## config.mk

```make
export PLATFORM = sky130hd
export DESIGN_NAME = soc_mock_uart
export DESIGN_NICKNAME = d
export VERILOG_FILES = /design/src/soc_bus_pkg.sv /design/src/soc_mock_uart.sv
export SDC_FILE = /design/constraint.sdc
export NUM_CORES = 1
export LEC_CHECK = 0
export BUFFER_PORTS_ARGS = -buffer_cell sky130_fd_sc_hd__buf_2
export CORE_ASPECT_RATIO = 0.9
export CORE_MARGIN = 2
export CORE_UTILIZATION = 25
export DETAILED_ROUTE_END_ITERATION = 10
export PLACE_DENSITY = 0.73
export SETUP_SLACK_MARGIN = 0.2
export SYNTH_ARGS = -nofsm -noshare
export SYNTH_HDL_FRONTEND = slang
export SYNTH_SLANG_ARGS = --single-unit
export TNS_END_PERCENT = 100
```

## constraint.sdc

```tcl
create_clock -name clk_i -period 1.5 [get_ports clk_i]
set_clock_uncertainty 0.2 [all_clocks]
set_input_delay 0.15 -clock clk_i [delete_from_list [all_inputs] [get_ports clk_i]]
set_output_delay 0.15 -clock clk_i [all_outputs]
set_load 0.005 [all_outputs]
```

## src/soc_bus_pkg.sv

```systemverilog
/*
 * SoC bus definitions
 * Widths and vector types shared by the request/response bus, the targets
 * and the UART character output
 */

package soc_bus_pkg;

  //////////////////////////////////////////////////////////////////////
  // Bus widths
  //////////////////////////////////////////////////////////////////////

  localparam int unsigned AddrWidth = 64;
  localparam int unsigned DataWidth = 64;
  localparam int unsigned StrbWidth = DataWidth / 8;
  localparam int unsigned CharWidth = 8;

  // Address bits below the word index
  localparam int unsigned ByteOffsetBits = 3;

  //////////////////////////////////////////////////////////////////////
  // Bus types
  //////////////////////////////////////////////////////////////////////

  typedef logic [AddrWidth-1:0] addr_t;
  typedef logic [DataWidth-1:0] data_t;
  typedef logic [StrbWidth-1:0] strb_t;
  typedef logic [CharWidth-1:0] uart_char_t;

endpackage : soc_bus_pkg

```

## src/soc_mock_uart.sv

```systemverilog
/*
 * Mock UART
 * Emits the low byte of each write as a character, then stays busy for
 * a fixed number of cycles per character
 */

module soc_mock_uart #(
  parameter int unsigned UartCharCycles = 8
) (
  input  logic                    clk_i,
  input  logic                    reset_i,
  input  logic                    sel_i,
  input  logic                    we_i,
  input  soc_bus_pkg::data_t      wdata_i,
  output logic                    busy_o,
  output logic                    uart_valid_o,
  output soc_bus_pkg::uart_char_t uart_char_o
);

  localparam int unsigned CntWidth = $clog2(UartCharCycles + 1);

  typedef enum logic {
    IDLE,
    SENDING
  } uart_state_e;

  uart_state_e                state_q;
  logic [CntWidth-1:0]        cnt_q;
  logic                       valid_q;
  soc_bus_pkg::uart_char_t    char_q;

  always_ff @(posedge clk_i) begin
    if (reset_i) begin
      state_q <= IDLE;
      cnt_q   <= '0;
      valid_q <= 1'b0;
    end else begin
      valid_q <= 1'b0;
      case (state_q)
        IDLE: begin
          if (sel_i && we_i) begin
            state_q <= SENDING;
            cnt_q   <= CntWidth'(UartCharCycles - 1);
            valid_q <= 1'b1;
          end
        end
        SENDING: begin
          // Busy for UartCharCycles cycles in total
          if (cnt_q == '0) begin
            state_q <= IDLE;
          end else begin
            cnt_q <= cnt_q - 1'b1;
          end
        end
        default: state_q <= IDLE;
      endcase
    end
  end

  always_ff @(posedge clk_i) begin
    if (sel_i && we_i) begin
      char_q <= wdata_i[7:0];
    end
  end

  assign busy_o       = (state_q == SENDING);
  assign uart_valid_o = valid_q;
  assign uart_char_o  = char_q;

  // Decoder holds UART requests back while a character is in flight
  assert property (@(posedge clk_i) disable iff (reset_i) sel_i |-> !busy_o);

endmodule : soc_mock_uart

```

==> summary.md <==
| Metric | Value |
|---|---|
| Final Max Tran Viols | 0 |
| Antenna-violating nets left | 0 |
| Kind of capture point of the worst setup path | flip-flop |
| Proportion of synthesized flip-flops having asynchronous set or reset | 0% |
| Post-detailed-routing wire length | roughly 1200 um |
| Critical path start-end classification | flip-flop to flip-flop |
| Number of global-route vias before repair | a little over 400 |
| Number of flops mapped to enable cells by yosys | 8 |
| Highest Signal Layer | met3 |
| Layout Area Growth over Synthesis | 72.7% |
| X dimension of the die | 52.0 um |
| CTS tree | built |
| Count of boundary I/O pins | just under 80 |
| Final Setup Violations | 2 |
| Clock Pin Slew Worst Setup and Hold Paths | about 0.08 ns |
| Antenna violations before repair | 0 |
| Final standard cell utilization of the core | a little under half |
| Worst setup slack after layout | -0.0475 ns |
| Tightest Hold Check Type | input pin to flip-flop |
| Violations in the final reports | setup timing |
| Worst setup SP type | flip-flop |
| Post-Syn Area per Cell | ~14 um^2 |
| Filler cell count in the final layout | around 180 |
| Met3 layer wire length in the routed design | roughly 100 um |
| Pin count of the biggest net entering global routing | 9 |
| #FFs+latches synth | 14 |
| Worst Path Max Fanout | 4 |
| Die Outline Area | between 2000 and 2500 um^2 |
| Count of unresolved DRC violations after routing | 0 |
| Clock latency of the later-clocked register in the worst-skew pair | 0.27 ns |
| Register-to-Register Path Depth | 5 |
| FF-to-FF Start | cnt_q[1] |
| Worst slew slack as a fraction of its limit | between 70% and 80% |
| Gr usage total | about 10% |
| Most used standard cell by instance count after synthesis | edfxtp_1 |
| Core box area | 1930 um^2 |
| Post-synthesis instance total | 37 |
| Static Leak | 0.369 nW |
| Final Hold Fails | 0 |
| Setup repair after global routing missed its margin | true |
| Yosys synthesis warning count | 0 |
| Port Buf Inserts | 21 |
| Worst Tran Pin Value | 0.322 ns |
| Most instantiated flip-flop cell in the synthesis netlist | edfxtp_1 |
| Starting DRT DRC Count | 1 |
| H-Tree Depth | 1 |
| Total half-perimeter wirelength after legalization and detailed placement | between 700 and 800 um |
| Worst reg2reg path endpoint | cnt_q[1] |
| Final critical path time including I/O delays and setup | ~1.5 ns |
| Largest buffer count on any clock path | 2 |
| Number of cell rows | 15 |
| Summed instance area of the synthesized netlist | around 520 um^2 |
| Worst Hold Margin | between 0.2 and 0.25 ns |
| Worst setup path startpoint | cnt_q[1] |
| Most area-consuming cells after synthesis | edfxtp_1, dfxtp_1, ha_1 |
| Placement Setup Slack | -0.0348 ns |
| Arrival time of the worst setup path | around 1.5 ns |
| Routed length per instance | approximately 11 um |
| Initial standard-cell utilization of the core | between 20% and 30% |
| Max-cap violations | 0 |
| Total design power | approximately 0.84 mW |
| Library cells used by synthesis | 18 |
| Layout Cells excl Fill | 105 |
| IR Drop Worst-Case VDD | around 420 uV |
| Clock net sink count | 14 |
| Most frequent cells after synthesis | edfxtp_1, dfxtp_1, a21oi_1 |
| Run status | finished, violations left |
| Achievable clock frequency | about 650 MHz |
| Post-DR vias/cell | around 4.2 |
| Clock root buffer master | clkbuf_4 |
| Worst hold path depth | 2 |
| Net count of the mapped netlist | around 110 |
| Pre-Repair DR Iteration Count | 2 |
| Layout cell share with drive strength beyond 1 | between 50 and 60% |
| Number of clock buffers inserted by TritonCTS | 3 |
| Final clock period utilization by the worst path | 103% |
| Wire length the detailed router placed on met1 | between 400 and 500 um |
| Portion of the post-synthesis area used by sequential elements | a little over two thirds |
| Sum of met2 wire segment lengths after detailed routing | 614 um |
| Slack of the worst reg-to-reg path | -0.05 ns |
| Worst Hold End | uart_char_o[6] |
| First-pass GRT wire length | about 1700 um |
| Data required time at the worst endpoint | 1.45 ns |
| HP Start | we_i |
| Die Span Y | between 40 and 50 um |
| Count of nets after finishing | 151 |
| Number of antenna repair diodes | 0 |
| Area fraction of the dominant cell type after synthesis | ~46% |
| Number of placed cells counting well taps | 88 |
| GPL Wtd Cong | ~0.69 |
| Library cell occupying the most area in the post-synthesis netlist | edfxtp_1 |
| Number of vias after detailed routing | 444 |
| Power Dens Cells | 942 nW/um^2 |
| Grt total ovfl | 0 |
where the power goes:
group | total, mW | switching, mW | internal (mW) | leakage (nW)
registers | 0.448 | 0.0126 | 0.435 | 0.125
clock network | 0.204 | 0.108 | 0.0961 | 0.0154
logic | 0.191 | 0.0801 | 0.111 | 0.229
total | 0.843 | 0.201 | 0.642 | 0.369
cell families after synthesis:
group           share of synthesized area, %
buf+inv                                 2.17
flops                                   69.6
compound gates                          12.3
fa+ha+maj                               4.83
simple gates                            11.1
stage by stage:
step           area (um^2)  setup TNS, ns
4_1_cts                860        -0.0189
3_3_place_gp           714              0
2_1_floorplan          541              0
3_5_place_dp           714        -0.0348
6_report               895        -0.0781
5_1_grt                895         -0.217
repair_timing:
| action | CTS | global route |
|---|---|---|
| setup buffers | 3 | 1 |
| hold endpoints to repair | 12 | 0 |
| pin swaps | 1 | 2 |
| cloned | 0 | 0 |
| gates resized for setup | 1 | 6 |
| setup endpoints to repair | 5 | 6 |
| hold buffers | 9 | 0 |
final cells by class:
type | instances | area [um^2] | share of cell area, %
well taps | 25 | 31.3 | 3.50
inverters | 3 | 11.3 | 1.26
clock inverters | 1 | 3.75 | 0.420
clock buffers | 3 | 22.5 | 2.52
flip-flops and latches | 14 | 363 | 40.6
multi-input cells | 20 | 196 | 22.0
repair buffers | 39 | 267 | 29.8
worst max-delay path: stages (launching register included):
cell and delay (ns):
dfxtp_2 0.33, inv_2 0.07, ha_4 0.12, or3b_4 0.41, a211oi_4 0.23, a311oi_2 0.06
how the worst max path moves through the flow:
stage | endpoint | slack (ns) | cells past startpoint
floorplan | cnt_q[1] | 0.04 | 5
global placement | cnt_q[1] | 0.02 | 5
detailed placement | cnt_q[1] | -0.03 | 4
CTS | cnt_q[1] | -0.02 | 5
global route | cnt_q[1] | -0.1 | 5
finish | cnt_q[1] | -0.05 | 5
registers in the layout, summed over array words and instances (netlist names):
signal	count
busy_o	1
cnt_q	4
uart_char_o	8
uart_valid_o	1
metal layers:
metal,GRT usage (%),up-vias
met5,0,-
met1,10.1,200
li1,-,226
met3,3.82,0
met4,4.74,0
met2,18.7,18
cells in the final DEF, fill, tap and decap left out, drive strengths merged:
master        n
dlygate4sd3   9
dfxtp         6
a31o          1
a211oi        1
o41ai         1
nand2         2
a21oi         4
and3b         1
or3b          1
edfxtp        8
a311oi        1
clkbuf        3
inv           3
nor2b         1
and2          1
nor4b         1
buf          30
a211o         1
nor3          1
clkinv        1
ha            2
nor2          1
No activity file was read; power rests on OpenSTA's default activity.
