## config.mk

```make
export PLATFORM = sky130hd
export DESIGN_NAME = soc_ctrl_regs
export DESIGN_NICKNAME = d
export VERILOG_FILES = /design/src/soc_bus_pkg.sv /design/src/soc_map_pkg.sv /design/src/soc_ctrl_regs.sv
export SDC_FILE = /design/constraint.sdc
export NUM_CORES = 1
export LEC_CHECK = 0
export BUFFER_PORTS_ARGS = -buffer_cell sky130_fd_sc_hd__buf_2
export CAP_MARGIN = 25
export CORE_AREA = 2 2 115 117
export CTS_BUF_LIST = sky130_fd_sc_hd__clkbuf_16
export DETAILED_ROUTE_END_ITERATION = 10
export DIE_AREA = 0 0 117 119
export GPL_TIMING_DRIVEN = 0
export PLACE_DENSITY = 0.83
export SETUP_SLACK_MARGIN = 0.5
export SYNTH_ARGS = -nofsm -noshare
export SYNTH_HDL_FRONTEND = slang
export SYNTH_SLANG_ARGS = --single-unit
```

## constraint.sdc

```tcl
create_clock -name clk_i -period 2.1 [get_ports clk_i]
set_clock_uncertainty 0.2 [all_clocks]
set_input_delay 0.315 -clock clk_i [delete_from_list [all_inputs] [get_ports clk_i]]
set_output_delay 0.315 -clock clk_i [all_outputs]
set_load 0.02 [all_outputs]
```

## src/soc_bus_pkg.sv

```systemverilog
/*
 * SoC bus definitions
 * Widths and vector types shared by the request/response bus, the targets
 * and the UART character output
 */

package soc_bus_pkg;

  //////////////////////////////////////////////////////////////////////
  // Bus widths
  //////////////////////////////////////////////////////////////////////

  localparam int unsigned AddrWidth = 64;
  localparam int unsigned DataWidth = 64;
  localparam int unsigned StrbWidth = DataWidth / 8;
  localparam int unsigned CharWidth = 8;

  // Address bits below the word index
  localparam int unsigned ByteOffsetBits = 3;

  //////////////////////////////////////////////////////////////////////
  // Bus types
  //////////////////////////////////////////////////////////////////////

  typedef logic [AddrWidth-1:0] addr_t;
  typedef logic [DataWidth-1:0] data_t;
  typedef logic [StrbWidth-1:0] strb_t;
  typedef logic [CharWidth-1:0] uart_char_t;

endpackage : soc_bus_pkg

```

## src/soc_map_pkg.sv

```systemverilog
/*
 * SoC memory map
 * Target encoding plus base addresses and region lengths of the L2,
 * UART, control registers and boot ROM
 */

package soc_map_pkg;

  // Bus targets, NONE marks an unmapped address
  typedef enum logic [2:0] {
    L2MEM = 3'd0,
    UART  = 3'd1,
    CTRL  = 3'd2,
    ROM   = 3'd3,
    NONE  = 3'd4
  } soc_target_e;

  //////////////////////////////////////////////////////////////////////
  // Base addresses
  //////////////////////////////////////////////////////////////////////

  localparam logic [63:0] DramBase = 64'h8000_0000;
  localparam logic [63:0] UartBase = 64'h1000_0000;
  localparam logic [63:0] CtrlBase = 64'hD000_0000;
  localparam logic [63:0] RomBase  = 64'h0001_0000;

  // Region lengths in bytes
  localparam logic [63:0] DramLength = 64'h2000;
  localparam logic [63:0] UartLength = 64'h1000;
  localparam logic [63:0] CtrlLength = 64'h1000;
  localparam logic [63:0] RomLength  = 64'h10000;

endpackage : soc_map_pkg

```

## src/soc_ctrl_regs.sv

```systemverilog
/*
 * Control registers
 * Exit code, event trigger and the read-only DRAM bounds
 */

module soc_ctrl_regs (
  input  logic               clk_i,
  input  logic               reset_i,
  input  logic               sel_i,
  input  logic               we_i,
  input  soc_bus_pkg::addr_t addr_i,
  input  soc_bus_pkg::data_t wdata_i,
  output soc_bus_pkg::data_t rdata_o,
  output soc_bus_pkg::data_t exit_o,
  output logic               event_trigger_o
);

  //////////////////////////////////////////////////////////////////////
  // Register offsets
  //////////////////////////////////////////////////////////////////////

  localparam logic [11:0] ExitOffset     = 12'h000;
  localparam logic [11:0] EventOffset    = 12'h008;
  localparam logic [11:0] DramBaseOffset = 12'h010;
  localparam logic [11:0] DramEndOffset  = 12'h018;

  logic [11:0]        offset;
  soc_bus_pkg::data_t exit_q;
  logic               event_q;
  soc_bus_pkg::data_t rdata_q;
  soc_bus_pkg::data_t read_val;

  assign offset = addr_i[11:0];

  // Read mux
  always_comb begin
    case (offset)
      ExitOffset:     read_val = exit_q;
      DramBaseOffset: read_val = soc_map_pkg::DramBase;
      DramEndOffset:  read_val = soc_map_pkg::DramBase + soc_map_pkg::DramLength;
      default:        read_val = '0;
    endcase
  end

  always_ff @(posedge clk_i) begin
    if (reset_i) begin
      exit_q  <= '0;
      event_q <= 1'b0;
    end else begin
      // Single-cycle pulse per trigger write
      event_q <= sel_i && we_i && (offset == EventOffset);
      if (sel_i && we_i && offset == ExitOffset) begin
        exit_q <= wdata_i;
      end
    end
  end

  // Write response carries zero data
  always_ff @(posedge clk_i) begin
    if (reset_i) begin
      rdata_q <= '0;
    end else if (sel_i) begin
      rdata_q <= we_i ? '0 : read_val;
    end
  end

  assign rdata_o         = rdata_q;
  assign exit_o          = exit_q;
  assign event_trigger_o = event_q;

endmodule : soc_ctrl_regs

```

==> results.ini <==
[run_status]
status=completed

[pwr]
vdd_drop_max_uv=576
power.density_mw_per_mm2=746
cellLeakagePower_nw=3.28

[place]
dp.cells=883
gp_congestion=0.797
dp_hpwl_um=9450
io_buffers=207

[sta]
timing_max_transition_violations_final=0
min_period_ns=1.55
setup_violations=0
hold_viol_final=0
timing.hold.ws_ns=0.0901
fin_crit_sh_pct=73.7
slew_headroom_pct=52.3
fmax_mhz=646
max_slew.worst_pin.slew_ns=0.715
rsz0062_at_grt=no

[cells_and_area]
seqCellArea_mm2=0.00258
final_cell_count_no_fill=982
area_delta_synth_final_pct=50.9
drive_gt1_share_pct=31.8
multi_input_area_mm2=0.00216
diodes=0
fin_nets=927
fill_cells=1094

[clock_tree]
clkSlewWorstSetupHoldPaths_ns=0.05
root_buffer=clkbuf_16
cts_max_path_buffers=2
clock_sinks=129
h-tree-depth=4
cts_tree=built
cts_made_buffers=17
clock_latency_ns=0.41

[floorplanning]
die_h_um=119
start_util_pct=38.6
ioPinCount=261
core_mm2=0.0129
die_w_um=117
die_area_mm2=0.0139
rows=42

[synthesis]
yosys_register_bits=129
ys_types=21
synth_top_cell_by_area=dfxtp_1
synth_common_cells=dfxtp_1, nand2b_1, nand2_1
synth-edff-count=0
syn_area_mm2=0.00497
synthTopCellsByArea=dfxtp_1, nand2b_1, mux2i_1
ys_seq_area_share_pct=52.0
async_reset_ff_share_pct=0
synth.avg_cell_area_um2=9.94
yosysMostFrequentCell=dfxtp_1
syn_inst=500
synth_top_area_share_pct=52.0
yosysWarnings=0
ys.flop_type=dfxtp_1
syn_nets=632

[critical_path]
slowest_stage=dlygate4sd3_1
r2r-start=exit_o[13]
cp-start-kind=input port
crit_end=event_trigger_o
worstPathArrival_ns=1.64
critPathCaptureType=flop
r2r-end=rdata_o[13]
cp.depth=5
critPathTopFamily=buffers and inverters
critPathBufInv=3
worstPathMaxFanout=4
crit_path_frequent_cell=dlygate4sd3_1
regToRegSetupSlack_ns=1.11
critPathKind=in2reg
required_ns=2.19
crit_chain=buf_2 -> dlygate4sd3_1 -> nand4_1 -> nor2_1 -> dlygate4sd3_1
cp_slowest_stage_delay_ns=0.56
startpoint=we_i
rr_worst_depth=3

[global_routing]
grt_max_degree=17
antenna_found_initial=0
grt_pass1_vias=4484
grt_usage_pct=20.5
grt_pass1_wl_um=21900
grt-ovfl-total=0

[hold_path]
worstHoldPathType=in2reg

[routing]
vias=4545
wire_per_inst_um=14.4
remaining_drc_errors=0
ant_nets=0
drt_iter0_drc=188
routed_wl_um=14100
vias_per_cell=4.63
firstDrtPassIters=7

[flow_run]
cap_violations=0

==> cells by family (layout without fill, tap and decap cells) <==
group | after synthesis | in the layout | share of synthesized area (%)
simple gates | 207 | 207 | 23.6
flops | 129 | 129 | 52.0
compound gates | 66 | 66 | 6.65
mux | 64 | 64 | 12.9
buf+inv | 34 | 340 | 4.88
==> flip-flops by register name, indices dropped and copies added, names as in the netlist <==
name / count
rdata_o: 64
event_trigger_o: 1
exit_o: 64
==> metal layers <==
metal  share of wire [%]  vias up  wire length, um  global-route usage (%)
met2                  48      175             6800                    34.0
met3                 7.3       28             1030                    7.63
met1                  42     2092             5990                    23.6
met4                 2.3        0              324                    8.01
met5                   0        -                0                       0
li1                    -     2250                -                       -
==> cell usage in the layout, fill, tap and decap left out, drive strengths merged, types with 2 or more instances in the layout <==
master	synthesis	final
nand4	3	3
mux2i	64	64
inv	1	4
nor2	4	4
dlygate4sd3	0	66
nand2b	128	128
nor3	2	2
a21oi	2	2
dfxtp	129	129
nand2	65	65
o21ai	64	64
buf	8	218
nor3b	2	2
bufinv	0	3
clkbuf	25	42
clkinv	0	7
==> through the flow <==
stage | utilization, % | total power, mW | setup slack [ns] | instance area (um^2) | setup TNS [ns]
2_1_floorplan | - | 2.61 | 0.471 | 4970 | 0
3_3_place_gp | 48.4 | 2.73 | -0.0569 | 6230 | -1.47
3_5_place_dp | 48.4 | 2.73 | -0.0397 | 6230 | -0.539
4_1_cts | 57.9 | 5.64 | 0.458 | 7460 | 0
5_1_grt | 58.2 | 5.80 | 0.489 | 7500 | 0
6_report | 58.2 | 5.59 | 0.552 | 7500 | 0
==> how the worst min path moves through the flow <==
stage	startpoint	to	cells after the start
final	sel_i	rdata_o[1]	4
after global routing	sel_i	rdata_o[1]	4
after floorplan	we_i	event_trigger_o	2
after global placement	rdata_o[36]	rdata_o[36]	2
after CTS	sel_i	rdata_o[1]	4
after detailed placement	rdata_o[60]	rdata_o[60]	2
==> worst min-delay path, cell delays in order <==
cell and delay [ns]:
buf_2 0.12, nor2_4 0.09, nand2_1 0.07, o21ai_1 0.05
==> where the power goes <==
| group | switching, mW | internal, mW |
|---|---|---|
| registers | 0.0000354 | 2.45 |
| logic | 0.134 | 0.197 |
| clock network | 0.999 | 1.81 |
==> final cells by class <==
class,count,share of cell area [%]
Clock inverter,13,1.74
Tap cell,176,2.94
Sequential cell,129,34.4
Buffer,33,3.35
Clock buffer,17,5.67
Timing Repair Buffer,276,22.9
Multi-Input combinational cell,337,28.9
Inverter,1,0.0501
==> what timing repair did <==
| item | in CTS | in global routing |
|---|---|---|
| resized for setup | 2 | 21 |
| endpoints found under the hold margin | 65 | 0 |
| hold buffers | 66 | 0 |
| endpoints found under the setup margin | 62 | 114 |
| gates cloned | 0 | 0 |
| setup buffers | 0 | 3 |
| pin swaps | 0 | 2 |
Power figures use the tool's default switching activity.
