## config.mk

```make
export PLATFORM = sky130hd
export DESIGN_NAME = soc_addr_decoder
export DESIGN_NICKNAME = d
export VERILOG_FILES = /design/src/soc_bus_pkg.sv /design/src/soc_map_pkg.sv /design/src/soc_addr_decoder.sv
export SDC_FILE = /design/constraint.sdc
export NUM_CORES = 1
export LEC_CHECK = 0
export BUFFER_PORTS_ARGS = -buffer_cell sky130_fd_sc_hd__buf_2
export CAP_MARGIN = 20
export CELL_PAD_IN_SITES_DETAIL_PLACEMENT = 1
export CELL_PAD_IN_SITES_GLOBAL_PLACEMENT = 2
export CORE_MARGIN = 4
export CORE_UTILIZATION = 42
export DETAILED_ROUTE_END_ITERATION = 6
export GPL_ROUTABILITY_DRIVEN = 0
export GPL_TIMING_DRIVEN = 1
export PLACE_DENSITY = 0.87
export SLEW_MARGIN = 20
export SYNTH_ARGS = -nofsm -noshare
export SYNTH_HDL_FRONTEND = slang
export SYNTH_SLANG_ARGS = --single-unit
```

## constraint.sdc

```tcl
create_clock -name clk_i -period 6.35 [get_ports clk_i]
set_input_delay 0.635 -clock clk_i [delete_from_list [all_inputs] [get_ports clk_i]]
set_output_delay 0.635 -clock clk_i [all_outputs]
set_load 0.05 [all_outputs]
```

## src/soc_bus_pkg.sv

```systemverilog
/*
 * SoC bus definitions
 * Widths and vector types shared by the request/response bus, the targets
 * and the UART character output
 */

package soc_bus_pkg;

  //////////////////////////////////////////////////////////////////////
  // Bus widths
  //////////////////////////////////////////////////////////////////////

  localparam int unsigned AddrWidth = 64;
  localparam int unsigned DataWidth = 64;
  localparam int unsigned StrbWidth = DataWidth / 8;
  localparam int unsigned CharWidth = 8;

  // Address bits below the word index
  localparam int unsigned ByteOffsetBits = 3;

  //////////////////////////////////////////////////////////////////////
  // Bus types
  //////////////////////////////////////////////////////////////////////

  typedef logic [AddrWidth-1:0] addr_t;
  typedef logic [DataWidth-1:0] data_t;
  typedef logic [StrbWidth-1:0] strb_t;
  typedef logic [CharWidth-1:0] uart_char_t;

endpackage : soc_bus_pkg

```

## src/soc_map_pkg.sv

```systemverilog
/*
 * SoC memory map
 * Target encoding plus base addresses and region lengths of the L2,
 * UART, control registers and boot ROM
 */

package soc_map_pkg;

  // Bus targets, NONE marks an unmapped address
  typedef enum logic [2:0] {
    L2MEM = 3'd0,
    UART  = 3'd1,
    CTRL  = 3'd2,
    ROM   = 3'd3,
    NONE  = 3'd4
  } soc_target_e;

  //////////////////////////////////////////////////////////////////////
  // Base addresses
  //////////////////////////////////////////////////////////////////////

  localparam logic [63:0] DramBase = 64'h8000_0000;
  localparam logic [63:0] UartBase = 64'h1000_0000;
  localparam logic [63:0] CtrlBase = 64'hD000_0000;
  localparam logic [63:0] RomBase  = 64'h0001_0000;

  // Region lengths in bytes
  localparam logic [63:0] DramLength = 64'h2000;
  localparam logic [63:0] UartLength = 64'h1000;
  localparam logic [63:0] CtrlLength = 64'h1000;
  localparam logic [63:0] RomLength  = 64'h10000;

endpackage : soc_map_pkg

```

## src/soc_addr_decoder.sv

```systemverilog
/*
 * Address decoder
 * Queues credited requests, decodes their target on entry, dispatches the
 * head to one target per cycle and returns responses in request order
 */

module soc_addr_decoder #(
  parameter int unsigned ReqQueueDepth = 4
) (
  input  logic               clk_i,
  input  logic               reset_i,
  input  logic               req_valid_i,
  input  logic               req_we_i,
  input  soc_bus_pkg::addr_t req_addr_i,
  input  soc_bus_pkg::data_t req_wdata_i,
  input  soc_bus_pkg::strb_t req_strb_i,
  output logic               credit_o,
  output logic               rsp_valid_o,
  output soc_bus_pkg::data_t rsp_rdata_o,
  output logic               rsp_err_o,
  output logic               l2_sel_o,
  output logic               uart_sel_o,
  output logic               ctrl_sel_o,
  output logic               rom_sel_o,
  output logic               tgt_we_o,
  output soc_bus_pkg::addr_t tgt_addr_o,
  output soc_bus_pkg::data_t tgt_wdata_o,
  output soc_bus_pkg::strb_t tgt_strb_o,
  input  soc_bus_pkg::data_t l2_rdata_i,
  input  soc_bus_pkg::data_t ctrl_rdata_i,
  input  soc_bus_pkg::data_t rom_rdata_i,
  input  logic               rom_err_i,
  input  logic               uart_busy_i
);

  localparam int unsigned PtrWidth = (ReqQueueDepth > 1) ? $clog2(ReqQueueDepth) : 1;
  localparam int unsigned CntWidth = $clog2(ReqQueueDepth + 1);

  typedef logic [PtrWidth-1:0] ptr_t;
  typedef logic [CntWidth-1:0] cnt_t;

  // Range check of an address against the memory map
  function automatic soc_map_pkg::soc_target_e decode_target(input soc_bus_pkg::addr_t addr);
    soc_map_pkg::soc_target_e tgt;
    tgt = soc_map_pkg::NONE;
    if (addr >= soc_map_pkg::DramBase &&
        addr < soc_map_pkg::DramBase + soc_map_pkg::DramLength) begin
      tgt = soc_map_pkg::L2MEM;
    end else if (addr >= soc_map_pkg::UartBase &&
                 addr < soc_map_pkg::UartBase + soc_map_pkg::UartLength) begin
      tgt = soc_map_pkg::UART;
    end else if (addr >= soc_map_pkg::CtrlBase &&
                 addr < soc_map_pkg::CtrlBase + soc_map_pkg::CtrlLength) begin
      tgt = soc_map_pkg::CTRL;
    end else if (addr >= soc_map_pkg::RomBase &&
                 addr < soc_map_pkg::RomBase + soc_map_pkg::RomLength) begin
      tgt = soc_map_pkg::ROM;
    end
    return tgt;
  endfunction

  function automatic ptr_t next_ptr(input ptr_t ptr);
    return (ptr == ptr_t'(ReqQueueDepth - 1)) ? '0 : ptr + 1'b1;
  endfunction

  //////////////////////////////////////////////////////////////////////
  // Request queue
  //////////////////////////////////////////////////////////////////////

  logic                     q_we    [ReqQueueDepth];
  soc_bus_pkg::addr_t       q_addr  [ReqQueueDepth];
  soc_bus_pkg::data_t       q_wdata [ReqQueueDepth];
  soc_bus_pkg::strb_t       q_strb  [ReqQueueDepth];
  soc_map_pkg::soc_target_e q_tgt   [ReqQueueDepth];

  ptr_t wr_ptr_q, rd_ptr_q;
  cnt_t count_q;
  logic dispatch;

  soc_map_pkg::soc_target_e head_tgt;

  assign head_tgt = q_tgt[rd_ptr_q];

  // Head stalls while the UART is still sending
  assign dispatch = (count_q != '0) &&
                    !(head_tgt == soc_map_pkg::UART && uart_busy_i);

  always_ff @(posedge clk_i) begin
    if (req_valid_i) begin
      q_we[wr_ptr_q]    <= req_we_i;
      q_addr[wr_ptr_q]  <= req_addr_i;
      q_wdata[wr_ptr_q] <= req_wdata_i;
      q_strb[wr_ptr_q]  <= req_strb_i;
      q_tgt[wr_ptr_q]   <= decode_target(req_addr_i);
    end
  end

  always_ff @(posedge clk_i) begin
    if (reset_i) begin
      wr_ptr_q <= '0;
      rd_ptr_q <= '0;
      count_q  <= '0;
    end else begin
      if (req_valid_i) begin
        wr_ptr_q <= next_ptr(wr_ptr_q);
      end
      if (dispatch) begin
        rd_ptr_q <= next_ptr(rd_ptr_q);
      end
      count_q <= count_q + cnt_t'(req_valid_i) - cnt_t'(dispatch);
    end
  end

  // One credit back per dispatched slot
  assign credit_o = dispatch;

  //////////////////////////////////////////////////////////////////////
  // Dispatch to targets
  //////////////////////////////////////////////////////////////////////

  assign l2_sel_o   = dispatch && (head_tgt == soc_map_pkg::L2MEM);
  assign uart_sel_o = dispatch && (head_tgt == soc_map_pkg::UART);
  assign ctrl_sel_o = dispatch && (head_tgt == soc_map_pkg::CTRL);
  assign rom_sel_o  = dispatch && (head_tgt == soc_map_pkg::ROM);

  assign tgt_we_o    = q_we[rd_ptr_q];
  assign tgt_addr_o  = q_addr[rd_ptr_q];
  assign tgt_wdata_o = q_wdata[rd_ptr_q];
  assign tgt_strb_o  = q_strb[rd_ptr_q];

  //////////////////////////////////////////////////////////////////////
  // Response path
  //////////////////////////////////////////////////////////////////////

  logic                     rsp_valid_q;
  soc_map_pkg::soc_target_e rsp_tgt_q;

  always_ff @(posedge clk_i) begin
    if (reset_i) begin
      rsp_valid_q <= 1'b0;
      rsp_tgt_q   <= soc_map_pkg::NONE;
    end else begin
      rsp_valid_q <= dispatch;
      if (dispatch) begin
        rsp_tgt_q <= head_tgt;
      end
    end
  end

  assign rsp_valid_o = rsp_valid_q;

  // UART reads and unmapped accesses return zero data
  always_comb begin
    rsp_rdata_o = '0;
    rsp_err_o   = 1'b0;
    if (rsp_valid_q) begin
      case (rsp_tgt_q)
        soc_map_pkg::L2MEM: rsp_rdata_o = l2_rdata_i;
        soc_map_pkg::CTRL:  rsp_rdata_o = ctrl_rdata_i;
        soc_map_pkg::ROM: begin
          rsp_rdata_o = rom_rdata_i;
          rsp_err_o   = rom_err_i;
        end
        soc_map_pkg::NONE:  rsp_err_o = 1'b1;
        default: ;
      endcase
    end
  end

  // Master must respect its credits
  assert property (@(posedge clk_i) disable iff (reset_i)
    req_valid_i |-> (count_q < cnt_t'(ReqQueueDepth)));

endmodule : soc_addr_decoder

```

==> results.md <==
* Post-CTS Setup Bufs at 0
* Max Clock Skew at 41.6 ps
* Clock Path Buffers at 3
* Routed Antenna Nets at 0
* GRT Total Usage at 22.1%
* Register area share after synthesis at 75.7%
* Overflow after GRT at 0
* Post-Synthesis Cells at 1061
* Syn avg cell area at 21.3 sq um
* Layout area overhead at 22.9%
* Post-Syn Area at 22600 sq um
* Worst-margin pin slew at 1110 ps
* Reg clk slew, reported paths at 60 ps
* Yosys reg bits at 573
* Die Wd at 240 microns
* Syn Nets at 1403
* Tcrit/Tclk final at 63.1%
* Row cnt at 84
* WP data required at 5710 ps
* Input/output buffers at 541
* Hold Crit Class: in -> reg
* Leak at 9.85 nW
* CTS tree: yes
* Starting density of the core at 42.7%
* Final min period at 4000 ps
* WL/cell at 27.5 microns
* Max Cap Viol at 0
* Commonest cells after routing, fill and taps aside: edfxtp_1 (560), buf_2 (541), mux4_2 (140)
* Dpl ws at 2810 ps
* # DRC at 0
* Power per cell area at 459 nW/um^2
* Peak supply drop at 0.000378 V
* TritonCTS Buffers at 54
* RSZ-0062 raised after global routing: no
* Max Slew Vio Count at 0
* Register area at 17100 sq um
* DIE AREA at 57500 sq um
* Synth cell types at 39
* Hold buffer count at cts at 0
* CP Launch Type: register
* CTS resizes at 0
* Clock Sinks at 573
* Hold WS at 244 ps
* Clk_lat worst skew at 610 ps
* Slew margin rel. at 26.1%
* Dpl hpwl at 45500 microns
* Status: complete, no violations
* Crit path kind: reg -> out
* CP endpoint kind: output port
* First-pass GRT wire length at 92900 microns
* Core box area at 52900 sq um
* Die height at 240 microns
* Critical path fanouts, max at 72
* Setup violators final at 0
* Core Util, Final at 52.4%
* Commonest non-fill, non-tap cell in the layout: edfxtp_1
* Multi-input gate area at 5210 sq um
* Fraction of layout cells with a size suffix above 1 at 51.1%
* Final Hold Viols at 0
* Largest net degree at the start of global routing at 73
* WL final at 64700 microns
* CTS Root Cell: clkbuf_16
* # fillers at 4971
* Initial detailed-routing violation count at 715
* Via density per instance at 5.45
* # H-tree levels at 2
* Critical Path AT at 3370 ps
* Number of synthesis warnings at 0
* Num ports at 542
* Router iterations before antenna repair at 5
* Max Freq at 0.250 GHz
* Final Net Count at 1956
* Initial antenna violation count at 24
* DR vias at 12.8k
* Vias in the first global route at 14.0k
* Setup slack after layout at 2350 ps
* Post-Route Setup TNS at 0 ps
## worst paths after layout
path	startpoint	endpoint	slack (ps)	cells after the start
worst max-delay path	register	tgt_addr_o[9]	2350	3
worst min-delay path	req_wdata_i[43]	q_wdata[0][43]	240	1
worst max register to register	register	count_q[2]	2870	10
worst min register to register	rsp_tgt_q[1]	rsp_tgt_q[1]	520	2
## final cells by class
cell class | instances | area share [%]
well taps | 688 | 3.10
repair buffers | 558 | 10.3
inverters | 7 | 0.0948
clock inverters | 28 | 0.835
multi-input cells | 420 | 18.8
diodes | 10 | 0.0903
clock buffers | 68 | 5.14
flip-flops and latches | 573 | 61.6
## flip-flops by register name (all words and copies together), names as in the netlist, named ones only
register,count
rsp_valid_o,1
wr_ptr_q,2
rd_ptr_q,2
q_we,4
q_wdata,256
q_strb,32
q_addr,256
q_tgt,12
rsp_tgt_q,3
count_q,3
## cells by family after synthesis
group / Yosys count / synth area share, %
multiplexers: 208 / 17.4
XOR/XNOR: 3 / 0.117
flip-flops: 573 / 75.7
buffers and inverters: 68 / 1.26
adder cells (fa/ha/maj): 8 / 0.477
AO/OA/AOI/OAI: 74 / 2.42
AND/OR/NAND/NOR: 127 / 2.66
## per-stage QoR
step	area (sq um)	std cells	total power, mW
after global placement	26000	2245	9.72
after global routing	27700	2346	13.3
after detailed placement	26000	2246	9.81
after CTS	27700	2342	12.9
after floorplan	22600	1061	8.51
final	27700	2352	12.7
## power breakdown
| group | switching (mW) | internal, mW |
|---|---|---|
| sequential | 0.232 | 4.37 |
| combinational | 3.45 | 1.62 |
| clock | 1.33 | 1.71 |
| total | 5.02 | 7.70 |
## critical path, stage by stage, from the launching register on
cell	delay, ps
dfxtp_4	1020
buf_4	940
mux4_2	450
buf_2	290
## cell usage after synthesis
library cell	instances	area [sq um]
nand2_1	9	33.8
xor2_1	1	8.76
a22oi_1	65	488
or4_1	1	7.51
nor2_1	76	285
o31a_1	1	8.76
o21ai_0	2	10.0
nand2b_1	1	6.26
fa_1	1	20.0
mux2i_1	4	40.0
and3b_1	1	8.76
nor4_1	12	75.1
buf_6	1	11.3
dfxtp_1	13	260
a21boi_0	1	7.51
nor3_1	3	15.0
mux4_2	140	3150
o31ai_1	1	7.51
nand3_1	1	5.00
xnor2_1	2	17.5
nand4_1	2	12.5
edfxtp_1	560	16800
nand3b_1	1	7.51
buf_1	16	60.1
nand2b_4	1	13.8
nand4b_1	1	8.76
nor3b_1	1	7.51
mux2_2	64	721
a21oi_1	3	15.0
nor2b_1	7	43.8
clkbuf_1	26	97.6
and3_1	1	6.26
inv_1	7	26.3
nor4_2	1	12.5
and2_1	5	31.3
a221o_1	1	10.0
ha_1	7	87.6
buf_2	18	90.1
or3_1	3	18.8
## metal layers
metal	wire, microns	GRT usage (%)	part of all wire (%)	up-vias
li1	-	-	-	5542
met4	2580	9.27	4.0	18
met1	21900	24.6	34	6590
met5	123	0	0.19	-
met2	34400	39.6	53	543
met3	5580	6.48	8.6	127
(Power assumes the default switching activity.)
