## src/soc_bus_pkg.sv

```systemverilog
/*
 * SoC bus definitions
 * Widths and vector types shared by the request/response bus, the targets
 * and the UART character output
 */

package soc_bus_pkg;

  //////////////////////////////////////////////////////////////////////
  // Bus widths
  //////////////////////////////////////////////////////////////////////

  localparam int unsigned AddrWidth = 64;
  localparam int unsigned DataWidth = 64;
  localparam int unsigned StrbWidth = DataWidth / 8;
  localparam int unsigned CharWidth = 8;

  // Address bits below the word index
  localparam int unsigned ByteOffsetBits = 3;

  //////////////////////////////////////////////////////////////////////
  // Bus types
  //////////////////////////////////////////////////////////////////////

  typedef logic [AddrWidth-1:0] addr_t;
  typedef logic [DataWidth-1:0] data_t;
  typedef logic [StrbWidth-1:0] strb_t;
  typedef logic [CharWidth-1:0] uart_char_t;

endpackage : soc_bus_pkg

```

## src/soc_boot_rom.sv

```systemverilog
/*
 * Boot ROM
 * Sixteen fixed words of a NOP-like image, writes answer with an error
 */

module soc_boot_rom (
  input  logic               clk_i,
  input  logic               reset_i,
  input  logic               sel_i,
  input  logic               we_i,
  input  soc_bus_pkg::addr_t addr_i,
  output soc_bus_pkg::data_t rdata_o,
  output logic               err_o
);

  logic [3:0]         rom_idx;
  soc_bus_pkg::data_t rom_word;
  soc_bus_pkg::data_t rdata_q;
  logic               err_q;

  assign rom_idx = addr_i[6:3];

  // Word i reads as 0x13 + i * 0x100
  assign rom_word = {52'd0, rom_idx, 8'h13};

  always_ff @(posedge clk_i) begin
    if (reset_i) begin
      rdata_q <= '0;
      err_q   <= 1'b0;
    end else if (sel_i) begin
      rdata_q <= we_i ? '0 : rom_word;
      err_q   <= we_i;
    end
  end

  assign rdata_o = rdata_q;
  assign err_o   = err_q;

endmodule : soc_boot_rom

```

## config.mk

```make
export PLATFORM = sky130hd
export DESIGN_NAME = soc_boot_rom
export DESIGN_NICKNAME = d
export VERILOG_FILES = /design/src/soc_bus_pkg.sv /design/src/soc_boot_rom.sv
export SDC_FILE = /design/constraint.sdc
export NUM_CORES = 1
export LEC_CHECK = 0
export BUFFER_PORTS_ARGS = -buffer_cell sky130_fd_sc_hd__buf_2
export CELL_PAD_IN_SITES_DETAIL_PLACEMENT = 0
export CELL_PAD_IN_SITES_GLOBAL_PLACEMENT = 1
export CORE_ASPECT_RATIO = 2
export CORE_MARGIN = 1
export CORE_UTILIZATION = 15
export CTS_CLUSTER_SIZE = 25
export DETAILED_ROUTE_END_ITERATION = 16
export GPL_TIMING_DRIVEN = 0
export PLACE_DENSITY_LB_ADDON = 0.25
export RECOVER_POWER = 50
export SYNTH_ARGS = -nofsm -noshare
export SYNTH_HDL_FRONTEND = slang
export SYNTH_SLANG_ARGS = --single-unit
```

## constraint.sdc

```tcl
create_clock -name clk_i -period 1.5 [get_ports clk_i]
set_clock_uncertainty 0.15 [all_clocks]
set_input_delay 0.075 -clock clk_i [delete_from_list [all_inputs] [get_ports clk_i]]
set_output_delay 0.075 -clock clk_i [all_outputs]
set_load 0.02 [all_outputs]
```

==> reports/metrics.yaml, run 1 <==
end_kind: "primary output"
clk_path_buf_depth: 2
avgSynthCellArea_um2: 8.30
r2r-start: "rdata_o[4]$_SDFFE_PP0P_"
postPlaceCellArea_mm2: 0.00105
synth_edf_count: 0
placedCellCount: 209
cts_tree: "yes"
diodes: 0
gp_congestion: 0.638
cts_max_level: 1
ys_ff_latch: 6
syn_inst: 84
die_y_um: 98.4
muxShareOfSynthArea_pct: 1.44
peakVddDrop_v: 0.000286
drt-initial-drc-count: 2
coreArea_mm2: 0.00438
synth_xor_area_share_pct: 0
grt_max_degree: 11
hold_buffers: 5
synth-seq-area-share_pct: 17.2
grt_pass1_vias: 437
cts-root-buf: "clkbuf_8"
r2r_end: "rdata_o[4]$_SDFFE_PP0P_"
hold_viol_final: 0
post-synth-top-count-cell: "buf_4"
rsz0062_at_grt: "no"
final_area_mm2: 0.00114
r2r_slack_ns: 0.69
nFillCells: 474
ioPinCount: 133
yosysTopAreaCellShare_pct: 63.6
viasPerCell: 2.59
synthTopCellsByArea: "buf_4, dfxtp_1, nand3b_1"
fin_crit_sh_pct: 75.6
multiInputGateArea_um2: 333
synth-compound-area-share_pct: 4.13
arrival_ns: 0.91
fin_cells: 217
vias: 563
die_area_mm2: 0.00494
regArea_um2: 120
finalSetupViolations: 0
synth_top_family_by_area: "buffers and inverters"
synth-simple-area-share_pct: 11.5
yosysWarnings: 0
path_class: "flip-flop to primary output"
p_leak_nw: 0.702
numCtsBuffers: 3
synth-main-ff-cell: "dfxtp_1"
async_flop_share_pct: 0
timing.fmax_mhz: 882
dp_hpwl_mm: 1.09
dr.pass1.iters: 3
netlist_area_um2: 697
grt_pass1_wl_mm: 1.71
synth.distinct_cells: 12
power_mw: 0.734
power_density_mw_per_mm2: 644
port_buffers: 15
die_x_um: 50.2
yosys.area_share.adder_pct: 0
nets: 233
hp-start: "we_i"
holdCritPathClass: "input port to flip-flop"
drive_gt1_share_pct: 47.9
synth_commonest_cells: "buf_4, dfxtp_1, a21oi_1, nand2b_1, nand3b_1"
wirelength_mm: 1.21
min_to: "err_o$_SDFFE_PP0P_"
route.detailed.drc: 0
yosys.area.top_type: "buf_4"
slew_violations: 0
whs_ns: 0.0159
syn_to_final_growth_pct: 63.4
critPathLaunchType: "flip-flop"
clock_latency_ns: 0.23
grt-ovfl-total: 0
r2r_cells: 2
clk_pin_slew_ns: 0.04
hold_depth: 3
fin_tns_setup_ns: 0
antenna_found_initial: 0
start_util_pct: 15.9
cts_setup_buffers: 0
clock-sinks: 6
track_usage_pct: 4.77
final_antenna_net_count: 0
path_max_fanout: 4
drv_cap: 0
row_count: 34
status: "finished clean"
crit_required_ns: 1.27
wl_per_cell_um: 5.57
ctsResizeCount: 0
period_minus_slack_ns: 1.13
[sequential cells by signal, indices dropped and copies added, names as in the netlist]
name,flops
err_o,1
rdata_o,5
[power by group]
part | switching (mW) | internal (mW) | total (mW)
sequential | 0.00492 | 0.168 | 0.173
clock | 0.0732 | 0.173 | 0.246
combinational | 0.179 | 0.136 | 0.315
[through the flow]
stage	setup WS (ns)	util [%]
global route	0.321	26.0
global placement	0.603	24.0
CTS	0.352	26.0
finish	0.366	26.0
floorplan	0.580	-
detailed placement	0.596	24.0
[layout by cell type, fill, tap and decap left out]
| cell | Yosys | final |
|---|---|---|
| buf_4 | 59 | 59 |
| conb_1 | 1 | 57 |
| buf_2 | 0 | 13 |
| dfxtp_1 | 6 | 6 |
| dlygate4sd3_1 | 0 | 5 |
| nand2b_1 | 4 | 4 |
| nand3b_1 | 4 | 4 |
| a21oi_1 | 4 | 4 |
| clkbuf_8 | 0 | 3 |
| clkbuf_1 | 0 | 2 |
| or2b_1 | 1 | 1 |
| buf_6 | 1 | 1 |
| nand2b_4 | 1 | 1 |
| a21oi_2 | 1 | 1 |
| mux2i_1 | 1 | 1 |
| nor2_1 | 1 | 1 |
[layer usage]
layer / global-route usage [%] / up-vias / wire [µm]
li1: - / 302 / -
met5: 0 / - / 0
met4: 4.62 / 0 / 38
met1: 3.19 / 191 / 337
met3: 1.71 / 3 / 249
met2: 9.03 / 67 / 583
[layout make-up]
type	count	share of cell area (%)
repair buffers	20	10.8
plain buffers	60	39.9
clock buffers	3	3.63
flip-flops and latches	6	10.5
well taps	54	5.93
multi-input cells	74	29.2
[worst max-delay path: stages, from the launching register on]
cell and delay, ns:
dfxtp_1 0.40, buf_4 0.13, buf_2 0.14
[cells by family after synthesis]
group                  after synthesis
buffers and inverters               60
and+or+nand+nor                     11
DFF                                  6
AOI/OAI and AO/OA                    5
muxes                                1
other                                1
[worst max path at each step]
stage	to	from	slack (ns)	cells past startpoint
after floorplan	rdata_o[1]	rdata_o[4]$_SDFFE_PP0P_	0.58	1
after global placement	rdata_o[1]	rdata_o[4]$_SDFFE_PP0P_	0.60	2
after detailed placement	rdata_o[1]	rdata_o[4]$_SDFFE_PP0P_	0.60	2
after CTS	rdata_o[1]	rdata_o[4]$_SDFFE_PP0P_	0.35	2
after global routing	rdata_o[1]	rdata_o[4]$_SDFFE_PP0P_	0.32	2
final	rdata_o[1]	rdata_o[4]$_SDFFE_PP0P_	0.37	2
(Power assumes the default switching activity.)
==> inputs of run 2 (changes only) <==
ABC_AREA = 1   (was default)
CORE_UTILIZATION = 13   (was 15)
clock period = 1.1 ns   (was 1.5 ns; I/O delays follow)
==> reports/metrics.yaml, run 2 <==
route.detailed.drc: 0
clk_pin_slew_ns: 0.04
path_max_fanout: 4
wl_per_cell_um: 5.38
slew_violations: 0
met1_length_um: 352
yosys.area_share.adder_pct: 0
critPathLaunchType: "flip-flop"
clk_path_buf_depth: 2
path_class: "flip-flop to primary output"
wl_met3_um: 233
wirelength_mm: 1.20
synth_xor_area_share_pct: 0
yosysTopAreaCellShare_pct: 67.3
muxShareOfSynthArea_pct: 0
clock_latency_ns: 0.22
vias: 557
final_area_mm2: 0.00111
avgSynthCellArea_um2: 7.74
fin_crit_sh_pct: 92.3
dr.pass1.iters: 2
grt_pass1_wl_mm: 1.66
final_antenna_net_count: 0
highest_layer: "met4"
viasPerCell: 2.51
diodes: 0
timing.fmax_mhz: 985
final_common_cell: "buf_4"
synth-compound-area-share_pct: 3.80
end_kind: "primary output"
grt_max_degree: 8
die_x_um: 52.3
row_count: 36
dp_hpwl_mm: 1.10
ys_ff_latch: 6
port_buffers: 15
post-synth-top-count-cell: "buf_4"
syn_to_final_growth_pct: 68.6
drv_cap: 0
synthTopCellsByArea: "buf_4, dfxtp_1, a21oi_1"
cts-root-buf: "clkbuf_8"
antenna_found_initial: 0
die_y_um: 103
status: "finished clean"
synth_commonest_cells: "buf_4, dfxtp_1, nand2_1"
arrival_ns: 0.81
synth-main-ff-cell: "dfxtp_1"
syn_inst: 85
crit_required_ns: 0.89
track_usage_pct: 4.17
synth-seq-area-share_pct: 18.3
holdCritPathClass: "input port to flip-flop"
nFillCells: 561
period_minus_slack_ns: 1.02
yosys.area.top_type: "buf_4"
cts_max_level: 1
ioPinCount: 133
p_leak_nw: 0.679
coreArea_mm2: 0.00486
async_flop_share_pct: 0
start_util_pct: 13.5
largest_reg_flops: 5
drive_gt1_share_pct: 44.8
fin_tns_setup_ns: 0
cts_tree: "yes"
synth-simple-area-share_pct: 8.94
hold_viol_final: 0
nets: 235
synth.distinct_cells: 10
yosysWarnings: 0
rsz0062_at_grt: "no"
synth_edf_count: 0
postPlaceCellArea_mm2: 0.00101
die_area_mm2: 0.00537
clock-sinks: 6
power_density_mw_per_mm2: 891
finalSetupViolations: 0
final_cell_mix: "buf_4, conb_1, buf_2"
netlist_area_um2: 658
gp_congestion: 0.629
grt-ovfl-total: 0
peakVddDrop_v: 0.000659
dr_wl_met2_um: 597
synth_top_family_by_area: "buffers and inverters"
numCtsBuffers: 3
drt-initial-drc-count: 9
grt_pass1_vias: 417
## run 2: cell count changes after synthesis
cell | before | now
a21oi_1 | 4 | 5
a21oi_2 | 1 | 0
buf_6 | 1 | 0
inv_1 | 0 | 1
inv_2 | 0 | 1
mux2i_1 | 1 | 0
nand2_1 | 0 | 6
nand2b_1 | 4 | 0
nand2b_4 | 1 | 0
nand3_1 | 0 | 4
nand3b_1 | 4 | 0
nor3b_2 | 0 | 1
or2b_1 | 1 | 0
## run 2: where the power goes
part	total (mW)	switching [mW]	internal, mW
logic	0.427	0.248	0.179
registers	0.235	0.00580	0.230
clock network	0.326	0.0915	0.235
## run 2: worst paths after layout
check	from	endpoint	cells after the start	slack (ns)
max	rdata_o[4]$_SDFFE_PP0P_	rdata_o[4]	2	0.08
min	sel_i	rdata_o[11]$_SDFFE_PP0P_	3	0.02
max reg2reg	rdata_o[4]$_SDFFE_PP0P_	rdata_o[4]$_SDFFE_PP0P_	2	0.35
min reg2reg	err_o$_SDFFE_PP0P_	err_o$_SDFFE_PP0P_	2	0.31
## run 2: worst max-delay path: stages, from the launching register on
cell and delay, ns:
dfxtp_2 0.32, buf_4 0.12, buf_2 0.15
## run 2: through the flow
stage | setup WS (ns) | power [mW] | hold WS (ns) | util [%] | std cells
3_5_place_dp | 0.274 | 0.644 | 0.173 | 20.9 | 213
3_3_place_gp | 0.274 | 0.644 | 0.173 | 20.9 | 213
2_1_floorplan | 0.216 | 0.605 | -0.0259 | - | 141
6_report | 0.0847 | 0.989 | 0.0240 | 22.8 | 222
5_1_grt | 0.0155 | 1.05 | 0.0455 | 22.8 | 222
4_1_cts | 0.0325 | 0.994 | 0.0259 | 22.9 | 222
## run 2: timing repair
item | in CTS | in global routing
gates resized for setup | 0 | 1
hold buffers | 6 | 0
hold endpoints to repair | 6 | 0
endpoints found under the setup margin | 0 | 1
setup buffers | 0 | 0
## run 2: layout make-up
class	instances	area (µm²)	area share, %
Timing Repair Buffer	21	128	11.5
Sequential cell	6	121	10.9
Tap cell	57	71.3	6.43
Clock buffer	3	41.3	3.72
Multi-Input combinational cell	74	298	26.8
Inverter	2	7.51	0.676
Buffer	59	443	39.9
## run 2: per-layer routing
layer	vias to the layer above	GRT usage, %
met2	62	8.37
met5	-	0
li1	307	-
met4	0	2.43
met3	2	1.03
met1	186	3.36
## run 2: kinds of logic after synthesis
| group | after synthesis |
|---|---|
| other cells | 1 |
| compound gates | 5 |
| buf+inv | 61 |
| simple gates | 12 |
| flops | 6 |
==> inputs of run 3 (changes only) <==
CORE_UTILIZATION = 14   (was 13)
clock period = 1.2 ns   (was 1.1 ns; I/O delays follow)
==> reports/metrics.yaml, run 3 (synthesis gave the netlist of run 2 again) <==
status: "finished clean"
die_x_um: 50.5
holdCritPathClass: "input port to flip-flop"
ioPinCount: 133
cp_num_buf_inv: 2
path_max_fanout: 4
switching_share_pct: 35.3
cts-root-buf: "clkbuf_8"
port_buffers: 15
final_common_cell: "buf_4"
final_area_mm2: 0.00110
syn_to_final_growth_pct: 67.3
crit_required_ns: 0.99
p_leak_nw: 0.677
comb_power_share_pct: 42.9
grt-ovfl-total: 0
p_seq_share_pct: 23.7
power.switching_mw: 0.321
postPlaceCellArea_mm2: 0.00101
nets: 235
start_util_pct: 14.5
die_y_um: 99.0
nFillCells: 507
rsz0062_at_grt: "no"
gp_congestion: 0.692
period_minus_slack_ns: 1.07
largest_reg_flops: 5
wirelength_mm: 1.21
critPathTopFamily: "flip-flops"
drt-initial-drc-count: 13
slew_violations: 0
worstPathCellList: "buf_4 -> buf_2"
final_cell_mix: "buf_4, conb_1, buf_2"
drv_cap: 0
power_mw: 0.911
finalSetupViolations: 0
hold_viol_final: 0
critPathLaunchType: "flip-flop"
viasPerCell: 2.66
dp_hpwl_mm: 1.04
cts_tree: "yes"
power_density_mw_per_mm2: 827
row_count: 35
clock_power_share_pct: 33.4
final_antenna_net_count: 0
fin_crit_sh_pct: 88.8
multiInputGateArea_um2: 293
arrival_ns: 0.86
clock_latency_ns: 0.22
post-route-util_pct: 24.2
end_kind: "primary output"
p_int_mw: 0.589
grt_pass1_vias: 497
diodes: 0
grt_pass1_wl_mm: 1.75
wl_per_cell_um: 5.51
clock-sinks: 6
cts_setup_buffers: 0
track_usage_pct: 4.45
worst_slack_ns: 0.135
peakVddDrop_v: 0.000317
route.detailed.drc: 0
critical_path.max_stage_delay_ns: 0.36
coreArea_mm2: 0.00455
grt_max_degree: 8
cts_max_level: 1
numCtsBuffers: 3
place_ws_ns: 0.369
clk_pin_slew_ns: 0.04
regArea_um2: 120
drive_gt1_share_pct: 43.6
die_area_mm2: 0.00500
vias: 586
clk_path_buf_depth: 2
dr.pass1.iters: 2
antenna_found_initial: 0
worst_path_max_delay_cell: "dfxtp_1"
path_class: "flip-flop to primary output"
fin_tns_setup_ns: 0
timing.fmax_mhz: 939
run 3: cell counts in the layout (fill, tap and decap cells not counted):
Identical to the previous run, type by type.
run 3: power by group through the flow:
stage | clock, mW | sequential [mW] | combinational (mW)
2_1_floorplan | 0 | 0.230 | 0.325
3_3_place_gp | 0 | 0.218 | 0.370
3_5_place_dp | 0 | 0.219 | 0.369
4_1_cts | 0.313 | 0.216 | 0.385
5_1_grt | 0.321 | 0.217 | 0.418
6_report | 0.304 | 0.216 | 0.390
run 3: cell type report:
| cell class | count | area share (%) |
|---|---|---|
| Tap cell | 55 | 6.25 |
| Clock buffer | 3 | 3.75 |
| Multi-Input combinational cell | 74 | 26.6 |
| Timing Repair Buffer | 21 | 11.6 |
| Inverter | 2 | 0.682 |
| Buffer | 59 | 40.2 |
| Sequential cell | 6 | 10.9 |
run 3: what timing repair did:
action,4_1_cts,5_1_grt
resized for setup,0,0
setup endpoints to repair,0,0
endpoints found under the hold margin,6,0
hold buffers,6,0
run 3: final timing paths:
check                          startpoint                       end  slack (ns)  cells past startpoint
setup / recovery  rdata_o[4]$_SDFFE_PP0P_                rdata_o[1]        0.13                      2
hold / removal                      sel_i  rdata_o[10]$_SDFFE_PP0P_        0.01                      3
setup reg to reg  rdata_o[4]$_SDFFE_PP0P_   rdata_o[4]$_SDFFE_PP0P_        0.39                      2
hold reg to reg        err_o$_SDFFE_PP0P_        err_o$_SDFFE_PP0P_        0.32                      2
run 3: worst reg2reg max path, cell delays in order (launching register included):
cell and delay, ns:
dfxtp_1 0.36, nor2_1 0.06, nor3b_1 0.16
run 3: per-layer routing:
layer	track usage (%)	vias to the layer above	share of wire (%)
met1	2.97	210	30
met5	0	-	0
li1	-	306	-
met4	3.21	0	2.7
met2	9.03	65	49
met3	1.54	5	18
run 3: per-stage QoR:
step           instances  hold slack [ns]
6_report             220           0.0136
3_3_place_gp         211            0.170
5_1_grt              220           0.0363
2_1_floorplan        141          -0.0209
4_1_cts              220          0.00953
3_5_place_dp         211            0.173
